--- src/source/dma_pkg.sv ---
//##########################################################
// Shared widths, CPU register map, Wishbone request and
// response types, configuration and control word types
//##########################################################
package dma_pkg;

    // Datapath and buffer geometry
    localparam int dma_data_w    = 32;
    localparam int dma_buf_depth = 512;
    localparam int dma_buf_aw    = 9;
    localparam int dma_block_w   = 10;
    localparam int dma_burst_w   = 8;

    // CPU register map, word addresses
    localparam logic [2:0] reg_bus_start   = 3'd0;
    localparam logic [2:0] reg_mem_start   = 3'd1;
    localparam logic [2:0] reg_block_size  = 3'd2;
    localparam logic [2:0] reg_burst_size  = 3'd3;
    localparam logic [2:0] reg_ctrl_status = 3'd4;

    // Address bit that steers CPU accesses into the buffer
    localparam int cpu_buf_sel_bit = 10;

    typedef struct packed {
        logic                  cyc;
        logic                  stb;
        logic                  we;
        logic [31:0]           adr;
        logic [dma_data_w-1:0] dat;
    } dma_wb_req_t;

    typedef struct packed {
        logic                  ack;
        logic                  err;
        logic [dma_data_w-1:0] dat;
    } dma_wb_rsp_t;

    typedef struct packed {
        logic [31:0]            bus_start;
        logic [dma_buf_aw-1:0]  mem_start;
        logic [dma_block_w-1:0] block_size;
        logic [dma_burst_w-1:0] burst_size;
        logic                   dir;        // 1 moves buffer to bus
    } dma_cfg_t;

    typedef struct packed {
        logic [29:0] rsvd;
        logic        dir;
        logic        start;
    } dma_ctrl_t;

    // CPU write word, raw value or control fields
    typedef union packed {
        logic [dma_data_w-1:0] raw;
        dma_ctrl_t             ctrl;
    } dma_cfg_word_u;

    typedef struct packed {
        logic error;
        logic busy;
    } dma_status_t;

endpackage

--- src/source/dma_reg_file.sv ---
//##########################################################
// CPU Wishbone slave with configuration and status
// registers and the CPU path into the buffer
//##########################################################
`timescale 1ns/10ps

module dma_reg_file (
    input  logic                           clock,
    input  logic                           arst_n,
    input  dma_pkg::dma_wb_req_t           cpu_req,
    output dma_pkg::dma_wb_rsp_t           cpu_rsp,
    output dma_pkg::dma_cfg_t              cfg,
    output logic                           start,
    input  dma_pkg::dma_status_t           status,
    output logic [dma_pkg::dma_buf_aw-1:0] buf_addr,
    output logic                           buf_we,
    output logic [dma_pkg::dma_data_w-1:0] buf_wdata,
    input  logic [dma_pkg::dma_data_w-1:0] buf_rdata
);

    dma_pkg::dma_cfg_word_u         wdata_u;
    dma_pkg::dma_cfg_t              cfg_q;
    logic                           ack_q;
    logic                           buf_sel;
    logic                           buf_sel_q;
    logic                           access;
    logic                           reg_wr;
    logic [2:0]                     reg_idx;
    logic [dma_pkg::dma_data_w-1:0] reg_rdata;
    logic [dma_pkg::dma_data_w-1:0] reg_rdata_q;

    assign wdata_u.raw = cpu_req.dat;
    assign buf_sel     = cpu_req.adr[dma_pkg::cpu_buf_sel_bit];
    assign reg_idx     = cpu_req.adr[2:0];

    // Ack cycle closes the strobe, so it is not a second access
    assign access = cpu_req.cyc & cpu_req.stb & ~ack_q;
    assign reg_wr = access & cpu_req.we & ~buf_sel;

    // Buffer port A, RAM data lines up with the ack
    assign buf_addr  = cpu_req.adr[dma_pkg::dma_buf_aw-1:0];
    assign buf_we    = access & cpu_req.we & buf_sel;
    assign buf_wdata = cpu_req.dat;

    // Start pulse, dropped while a block is running
    assign start = reg_wr & (reg_idx == dma_pkg::reg_ctrl_status)
                 & wdata_u.ctrl.start & ~status.busy;

    always_ff @(posedge clock or negedge arst_n) begin
        if (!arst_n) begin
            ack_q <= 1'b0;
            cfg_q <= '0;
        end else begin
            ack_q <= access;
            if (reg_wr) begin
                case (reg_idx)
                    dma_pkg::reg_bus_start: begin
                        cfg_q.bus_start <= wdata_u.raw;
                    end
                    dma_pkg::reg_mem_start: begin
                        cfg_q.mem_start <= wdata_u.raw[dma_pkg::dma_buf_aw-1:0];
                    end
                    dma_pkg::reg_block_size: begin
                        cfg_q.block_size <= wdata_u.raw[dma_pkg::dma_block_w-1:0];
                    end
                    dma_pkg::reg_burst_size: begin
                        cfg_q.burst_size <= wdata_u.raw[dma_pkg::dma_burst_w-1:0];
                    end
                    dma_pkg::reg_ctrl_status: begin
                        // Direction stays fixed during a block
                        if (!status.busy) begin
                            cfg_q.dir <= wdata_u.ctrl.dir;
                        end
                    end
                    default: begin
                    end
                endcase
            end
        end
    end

    // Register read mux, zero extended
    always_comb begin
        reg_rdata = '0;
        case (reg_idx)
            dma_pkg::reg_bus_start:   reg_rdata = cfg_q.bus_start;
            dma_pkg::reg_mem_start:   reg_rdata[dma_pkg::dma_buf_aw-1:0] = cfg_q.mem_start;
            dma_pkg::reg_block_size:  reg_rdata[dma_pkg::dma_block_w-1:0] = cfg_q.block_size;
            dma_pkg::reg_burst_size:  reg_rdata[dma_pkg::dma_burst_w-1:0] = cfg_q.burst_size;
            dma_pkg::reg_ctrl_status: reg_rdata[1:0] = status;
            default:                  reg_rdata = '0;
        endcase
    end

    always_ff @(posedge clock) begin
        if (access) begin
            buf_sel_q   <= buf_sel;
            reg_rdata_q <= reg_rdata;
        end
    end

    assign cpu_rsp.ack = ack_q;
    assign cpu_rsp.err = 1'b0;
    assign cpu_rsp.dat = buf_sel_q ? buf_rdata : reg_rdata_q;
    assign cfg         = cfg_q;

endmodule

--- config.mk ---
export PLATFORM = sky130hd
export DESIGN_NAME = dma_reg_file
export DESIGN_NICKNAME = d
export VERILOG_FILES = /design/src/source/dma_pkg.sv /design/src/source/dma_reg_file.sv
export SDC_FILE = /design/constraint.sdc
export NUM_CORES = 1
export LEC_CHECK = 0
export BUFFER_PORTS_ARGS = -buffer_cell sky130_fd_sc_hd__buf_2
export CORE_MARGIN = 2
export CORE_UTILIZATION = 49
export DETAILED_ROUTE_END_ITERATION = 10
export PLACE_DENSITY = 0.94
export SYNTH_ARGS = -nofsm -noshare
export SYNTH_HDL_FRONTEND = slang
export SYNTH_SLANG_ARGS = --single-unit
--- constraint.sdc ---
create_clock -name clock -period 4.02 [get_ports clock]
set_clock_uncertainty 0.15 [all_clocks]
set_input_delay 0.201 -clock clock [delete_from_list [all_inputs] [get_ports clock]]
set_output_delay 0.201 -clock clock [all_outputs]
set_load 0.02 [all_outputs]
==> results of run 1 <==
-- area by class of cell --
class	instances	area, um2	area share
Antenna cell	1	2.502	0.0004238
Clock buffer	9	123.9	0.02098
Clock inverter	7	70.07	0.01187
Inverter	1	3.754	0.0006357
Multi-Input combinational cell	157	1652	0.2797
Sequential cell	94	2517	0.4264
Tap cell	111	138.9	0.02352
Timing Repair Buffer	243	1396	0.2365
-- sequential cells by signal (all words and copies together), names as in the netlist --
name         cells
cfg             60
buf_sel_q        1
reg_rdata_q     32
ack_q            1
-- critical path: cells and delay by family (launching register included) --
kind | cells | cell delay [ns]
simple gates | 2 | 1.04
buf+inv | 1 | 0.16
flops | 1 | 0.43
-- metrics by stage --
stage	area [um2]	util
floorplan	4576	-
global placement	5378	0.5876
detailed placement	5378	0.5876
CTS	5902	0.6448
global route	5904	0.6451
finish	5904	0.6451
-- repair_timing --
item / 4_1_cts / 5_1_grt
hold buffers: 33 / 0
setup endpoints to repair: 0 / 0
hold endpoints to repair: 118 / 0
-- final timing paths --
| check | depth (start not counted) | slack [ns] | end |
|---|---|---|---|
| min in group asynchronous | 3 | 0.40 | cfg[19]$_DFFE_PN0P_ |
| worst max-delay path | 3 | 1.70 | buf_we |
| worst max register to register | 4 | 1.75 | cfg[49]$_DFFE_PN0P_ |
| worst min register to register | 1 | 0.38 | cfg[51]$_DFFE_PN0P_ |
| worst min-delay path | 1 | 0.08 | buf_sel_q$_DFFE_PN_ |
| max in group asynchronous | 3 | 2.80 | cfg[48]$_DFFE_PN0P_ |
-- synthesized netlist by cell type, types with 2 or more instances --
| cell type | number | area share |
|---|---|---|
| mux2_2 | 93 | 0.23 |
| dfrtp_1 | 61 | 0.33 |
| buf_4 | 45 | 0.074 |
| edfxtp_1 | 33 | 0.22 |
| and2_1 | 29 | 0.040 |
| mux4_2 | 6 | 0.030 |
| buf_1 | 4 | 0.0033 |
| clkbuf_1 | 4 | 0.0033 |
| buf_6 | 3 | 0.0074 |
| nor2_1 | 3 | 0.0025 |
| a31oi_1 | 2 | 0.0027 |
| and3b_1 | 2 | 0.0038 |
| buf_2 | 2 | 0.0022 |
| mux2i_1 | 2 | 0.0044 |
-- report_power, final --
part           internal (mW)  switching [mW]
clock                  0.291           0.334
sequential              1.08          0.0596
combinational          0.222           0.287
total                   1.59           0.681
-- per-layer routing --
metal	part of all wire	GRT usage	routed length, um
met1	0.38	0.2446	4209
met2	0.54	0.3954	5891
met4	0.011	0.05585	119
met5	0	0	0
met3	0.069	0.05687	753
-- kinds of logic (layout without fill, tap and decap cells) --
group                  after synthesis  count (layout)  share of synthesized area
other                                1               2                  0.0008196
AOI/OAI and AO/OA                    8               8                    0.01285
and+or+nand+nor                     47              47                    0.08149
DFF                                 94              94                     0.5502
muxes                              101             101                     0.2628
buffers and inverters               60             260                    0.09187
==> metrics.txt, run 1 <==
status completed; VDD IR-drop max 0.2387 mV; Post-synth EDFFs 33; synthesized area 4576 um2; pwr/cell area 385.1 nW/um2; Max-Cap Viols 0; number of gates resized after CTS 0; worst path cell trace nor2_4 > and3_1 > buf_2; sum of negative setup slack 0 ns; clock root buffer master clkbuf_8; vias in the first global route 3212; r2r startpoint ack_q$_DFF_PN0_; Remaining DRCs 0; Worst Setup End Kind output port; worst setup path startpoint ack_q$_DFF_PN0_; min Tclk post-route 2.321 ns; relative slew slack 0.3278; Placed Instances 573; Clock transition at path regs 0.10 ns; die area 10130 um2; area growth from synthesis to layout 29.04%; port buffer count 204; endpoints failing setup 0; Post CTS Setup Buffer Count 0; flops & latches, synth 94; most frequent cells in the layout 204 x buf_2, 93 x mux2_2, 61 x dfrtp_1; Crit Path Max Fanout 35; Yosys cell types 36; sequential share of the synthesized area 0.5502; first-pass GRT wire length 16.73 mm; Total GRT Usage 0.2143; Crit-path slowest cell nor2_4; CTS tree built; FP Rows 35; final std cells w/o fill 623; syn avg cell area 14.71 um2; CTS Sinks 94; worst hold slack 0.08147 ns; Startpoint Class register; RSZ-0062 raised after global routing no; I/O pins 240; drt first-iter violations 52; CTS buffer count 9; CTS Buffer Depth 2; commonest non-fill, non-tap cell in the layout buf_2; dpl ws 1.740 ns; Max Clk Rate 430.8 MHz; TritonRoute pass-1 iters 4; Die Y 100.6 um; Fillers 680; final hold violations 0; detailed-route via count 3180; initial antenna violation count 1; antenna-violating nets left 0; syn_nets 414; critical path class reg2out; gr ovfl total 0; PnR worst setup slack 1.699 ns; Synth Flop Type dfrtp_1; Hold WC Path Type in2reg; Post-DP HPWL 7.602 mm; WL per Instance 17.61 um; layout cell share with drive strength beyond 1 0.6497; ys async rst share 0.6489; total power 2.274 mW; die span in x 100.6 um; final period utilization 0.5774; Initial Utilization 0.4999; final wirelength 10.97 mm; Slew Limit Fails 0; Worst Path Arrival 1.97 ns; Clock Latency Late Sink 0.34 ns; Worst Tran Pin Value 1.006 ns; Leakage 2.954 nW; nets@finish 609; vias per cell 5.104; Ys Warns 0; largest net degree at the start of global routing 62; routability cong. 0.7273; Hold Path Origin cpu_req[42]; CP max stage delay 0.79 ns; Post-Synthesis Cells 311; CP required 3.67 ns; H-tree levels 3; core area 9153 um2
No activity file was read; power rests on OpenSTA's default activity.
==> run 2, diff against run 1 <==
Settings changed: CORE_UTILIZATION 49 to 46, PLACE_DENSITY 0.94 to 0.89.
Clock period 4.02 ns to 2.15 ns, I/O delays scaled along.
==> run 2 against run 1 <==
Sequential share of layout area shrank 1.1 points. Global-route usage shrank 0.27 points. Sequential power grew 87%. Total power grew 90%. Hold slack lost 0.016 ns. Via count grew 3.1%. Cell area grew 2.7%. Clock power grew 94%. Worst setup slack lost 1.5 ns. Critical path depth grew 1. Register-to-register slack lost 1.5 ns.
==> metrics.txt, run 2 (synthesis gave the netlist of run 1 again) <==
status completed; FF-to-FF End cfg[42]$_DFFE_PN0P_; pwr/cell area 711.1 nW/um2 (+85%); vias in the first global route 3427 (+6.7%); Slew Limit Fails 0 (unchanged); layout cell share with drive strength beyond 1 0.6526 (+0.002885); Post CTS Setup Buffer Count 0 (unchanged); Worst Path Arrival 1.69 ns (-0.28 ns); clock root buffer master clkbuf_8; routability cong. 0.7995 (+9.9%); worst reg2reg path depth 4 (unchanged); endpoints failing setup 0 (unchanged); die area 10760 um2 (+6.3%); Clk pwr share 0.280 (+0.005); Switch Pwr 1.262 mW (+85%); CTS tree built; CTS buffer count 9 (unchanged); Die Y 103.7 um (+3.1%); core area 9729 um2 (+6.3%); Crit Path Max Fanout 5 (-86%); CP required 1.89 ns (-1.78 ns); H-tree levels 3 (unchanged); min Tclk post-route 1.943 ns; Worst Setup End Kind output port; Total GRT Usage 0.2116 (-0.002669); sum of negative setup slack 0 ns (unchanged); nets@finish 619 (+1.6%); largest net degree at the start of global routing 37 (-40%); final core occ 0.6235 (-0.02166); Clock Latency Late Sink 0.35 ns (about the same); number of gates resized after CTS 0 (unchanged); relative slew slack 0.5621 (+0.2343); Initial Utilization 0.4703 (-0.02964); Max Clk Rate 514.6 MHz; final period utilization 0.9038; critical path class reg2out; detailed-route via count 3280 (+3.1%); die span in x 103.7 um (+3.1%); initial antenna violation count 1 (unchanged); area growth from synthesis to layout 32.57%; number of flip-flops in the largest register 60 (unchanged); final instance area 6066 um2 (+2.7%); internal power 3.051 mW (+92%); most frequent cells in the layout 204 x buf_2, 93 x mux2_2, 61 x dfrtp_1; Hold Buf Count CTS 36 (+9.1%); port buffer count 204 (unchanged); total power 4.313 mW (+90%); Clock transition at path regs 0.09 ns (about the same); FP Rows 36 (+2.9%); CTS Sinks 94 (unchanged); antenna-violating nets left 0 (unchanged); gr ovfl total 0 (unchanged); Reg power frac 0.493 (-0.008); vias per cell 5.008 (-1.9%); first-pass GRT wire length 17.97 mm (+7.4%); Post-DP HPWL 8.121 mm (+6.8%); Startpoint Class register; final wirelength 11.70 mm (+6.6%); WL per Instance 17.87 um (+1.4%); drt first-iter violations 96 (+85%); Worst Hold Path Cells 0 (-1); r2r startpoint ack_q$_DFF_PN0_; VDD IR-drop max 0.4228 mV (+77%); CTS Buffer Depth 2 (unchanged); Remaining DRCs 0 (unchanged); final hold violations 0 (unchanged); Sw Ratio 0.2927 (-0.006971); RSZ-0062 raised after global routing no; Hold Path Origin cpu_req[35]; Leakage 3.024 nW (+2.4%); Comb power frac 0.226 (+0.002); Max-Cap Viols 0 (unchanged); TritonRoute pass-1 iters 4 (unchanged); worst hold slack 0.06505 ns (-0.01641 ns); post-placement cell area 5495 um2 (+2.2%); I/O pins 240 (unchanged); reg2reg setup slack 0.23 ns (-1.52 ns); Worst Tran Pin Value 0.6568 ns (-0.3491 ns); commonest non-fill, non-tap cell in the layout buf_2; Hold WC Path Type in2out; WHS Endpoint buf_addr[3]
==> run 2: how the worst max path moves through the flow <==
stage / start / to / slack [ns] / depth (start not counted)
global route: ack_q$_DFF_PN0_ / start / 0.06 / 4
floorplan: ack_q$_DFF_PN0_ / buf_we / 0.18 / 2
detailed placement: ack_q$_DFF_PN0_ / cfg[42]$_DFFE_PN0P_ / 0.22 / 4
finish: ack_q$_DFF_PN0_ / start / 0.21 / 4
CTS: ack_q$_DFF_PN0_ / start / 0.17 / 4
global placement: ack_q$_DFF_PN0_ / cfg[13]$_DFFE_PN0P_ / 0.29 / 4
==> run 2: metal layers <==
metal | share of wire | global-route usage
met1 | 0.38 | 0.2312
met4 | 0.023 | 0.07432
met2 | 0.54 | 0.4016
met5 | 0 | 0
met3 | 0.055 | 0.04657
==> run 2: layout make-up <==
cell class	instances	area [um2]
Fill cell	758	3664
Sequential cell	94	2517
Multi-Input combinational cell	157	1652
Timing Repair Buffer	253	1516
Tap cell	133	166.4
Clock buffer	10	148.9
Clock inverter	6	58.81
Inverter	1	3.754
Antenna cell	1	2.502
==> run 2: power groups by stage <==
stage,Clock (mW),Sequential (mW),Combinational [mW]
CTS,1.24,2.13,0.977
floorplan,0,2.31,0.441
finish,1.21,2.13,0.975
global placement,0,2.15,0.903
detailed placement,0,2.17,0.925
global route,1.30,2.15,1.03
==> run 2: through the flow <==
stage	worst slack, ns	cells
2_1_floorplan	0.1846	311
4_1_cts	0.1709	654
5_1_grt	0.05599	654
6_report	0.2068	655
3_5_place_dp	0.2242	602
3_3_place_gp	0.2889	602
==> run 2: critical path: stages, from the launching register on <==
cell and delay (ns):
dfrtp_1 0.43, nand4b_4 0.28, nor3_1 0.32, and2_1 0.16
buf_2 0.15
==> run 3, diff against run 2 <==
Settings changed: CELL_PAD_IN_SITES_DETAIL_PLACEMENT set to 1, CELL_PAD_IN_SITES_GLOBAL_PLACEMENT set to 2, CORE_UTILIZATION 46 to 28, PLACE_DENSITY 0.89 to 0.88.
==> run 3 against run 2 <==
Wire length rose by 14%. Register-to-register slack barely moved. Sequential cell count stayed put. Cell count is 12% higher. Total power rose by 12%. First-iteration DRC count decreased by 20%. Clock power is 42% higher. Critical endpoint unchanged. Largest cell class unchanged. Largest power group unchanged.
==> metrics.txt, run 3 (synthesis gave the netlist of run 1 again) <==
CTS buffer count 9 (unchanged); Remaining DRCs 0 (unchanged); die area 17380 um2 (+62%); final wirelength 13.32 mm (+14%); final instance area 6282 um2 (+3.6%); area growth from synthesis to layout 37.30%; TritonRoute pass-1 iters 4 (unchanged); vias per cell 4.496 (-10%); vias in the first global route 3727 (+8.8%); ant diodes 0 (-1); Startpoint Class register; most frequent cells in the layout 204 x buf_2, 93 x mux2_2, 61 x dfrtp_1; Hold Buf Count CTS 34 (-5.6%); antenna-violating nets left 0 (unchanged); detailed-route via count 3309 (+0.88%); commonest non-fill, non-tap cell in the layout buf_2; Switch Pwr 1.321 mW (+4.7%); Die Y 131.8 um (+27%); VDD IR-drop max 0.4355 mV (+3.0%); FP Rows 46 (+28%); final hold violations 0 (unchanged); Initial Utilization 0.2870 (-0.1833); Post-DP HPWL 9.692 mm (+19%); Fillers 1745 (+130%); largest net degree at the start of global routing 30 (-19%); critical path class reg2out; Comb power frac 0.202 (-0.024); worst hold slack 0.04399 ns (-0.02106 ns); pwr/cell area 769.2 nW/um2 (+8.2%); endpoints failing setup 0 (unchanged); CTS Buffer Depth 2 (unchanged); port buffer count 204 (unchanged); CTS tree built; number of gates resized after CTS 0 (unchanged); Slew Limit Fails 0 (unchanged); Clk pwr share 0.356 (+0.076); Worst Hold Path Cells 2 (+2); core area 15940 um2 (+64%); Clock transition at path regs 0.07 ns (-0.02 ns); first-pass GRT wire length 21.00 mm (+17%); H-tree levels 3 (unchanged); Leakage 3.072 nW (+1.6%); nets@finish 618 (-0.16%); RSZ-0062 raised after global routing no; internal power 3.511 mW (+15%); Crit Path Max Fanout 5 (unchanged); gr ovfl total 0 (unchanged); Max-Cap Viols 0 (unchanged); number of flip-flops in the largest register 60 (unchanged); Max Clk Rate 502.4 MHz (-2.4%); Worst Path Arrival 1.73 ns (+0.04 ns); post-placement cell area 5607 um2 (+2.0%); min Tclk post-route 1.991 ns (+0.04737 ns); CTS Sinks 94 (unchanged); CP required 1.89 ns (about the same); routability cong. 0.7756 (-3.0%); Reg power frac 0.442 (-0.051); final period utilization 0.9259 (+0.02203); Sw Ratio 0.2734 (-0.01925); worst reg2reg path depth 4 (unchanged); sum of negative setup slack 0 ns (unchanged); Hold WC Path Type in2reg; final core occ 0.3941 (-0.2294); Worst Setup End Kind output port; Post CTS Setup Buffer Count 0 (unchanged); layout cell share with drive strength beyond 1 0.6519 (-0.0006681); die span in x 131.8 um (+27%); Total GRT Usage 0.1565 (-0.05508); clock root buffer master clkbuf_16; Clock Latency Late Sink 0.33 ns (-0.02 ns); final std cells w/o fill 736 (+12%); initial antenna violation count 1 (unchanged); I/O pins 240 (unchanged); Placed Instances 686 (+14%); status completed; drt first-iter violations 77 (-20%); WL per Instance 18.10 um (+1.3%)
## run 3: cell types whose count changed in the layout (fill, tap and decap cells not counted), sizes merged
cell / change
buf: +1
clkinv: -5
diode: -1
bufinv: -1
clkbuf: +6
dlygate4sd3: -2
## run 3: final timing paths
kind,to,slack [ns],startpoint
max,start,0.16,ack_q$_DFF_PN0_
min,reg_rdata_q[8]$_DFFE_PN_,0.04,cpu_req[34]
max reg2reg,cfg[18]$_DFFE_PN0P_,0.23,ack_q$_DFF_PN0_
min reg2reg,cfg[0]$_DFFE_PN0P_,0.36,cfg[0]$_DFFE_PN0P_
max in group asynchronous,cfg[46]$_DFFE_PN0P_,1.10,arst_n
min in group asynchronous,cfg[16]$_DFFE_PN0P_,0.07,arst_n
## run 3: through the flow
step	power [mW]	worst slack, ns
2_1_floorplan	2.753	0.1846
3_3_place_gp	3.078	0.2788
3_5_place_dp	3.116	0.2108
4_1_cts	4.915	0.1116
5_1_grt	5.063	0.05561
6_report	4.833	0.1594
## run 3: critical path, cell delays in order, from the launching register on
cell	delay, ns
dfrtp_1	0.43
nand4b_4	0.28
nor3_1	0.36
and2_1	0.17
buf_2	0.16
## run 3: power groups by stage
stage / Clock [mW] / Combinational, mW / Sequential [mW]
2_1_floorplan: 0 / 0.441 / 2.31
3_3_place_gp: 0 / 0.917 / 2.16
3_5_place_dp: 0 / 0.941 / 2.18
4_1_cts: 1.78 / 0.992 / 2.14
5_1_grt: 1.85 / 1.05 / 2.16
6_report: 1.72 / 0.978 / 2.14
## run 3: area by class of cell
| cell class | count | area (um2) | share of cell area |
|---|---|---|---|
| repair buffers | 252 | 1504 | 0.2394 |
| clock buffers | 16 | 335.3 | 0.05338 |
| well taps | 216 | 270.3 | 0.04302 |
| multi-input cells | 157 | 1652 | 0.2629 |
| flip-flops and latches | 94 | 2517 | 0.4007 |
| inverters | 1 | 3.754 | 0.0005975 |
## run 3: metal layers
metal  global-route usage  wire length (um)
met5                    0                19
met1               0.1730              5183
met2               0.2807              6853
met3              0.04806               915
met4              0.06220               346
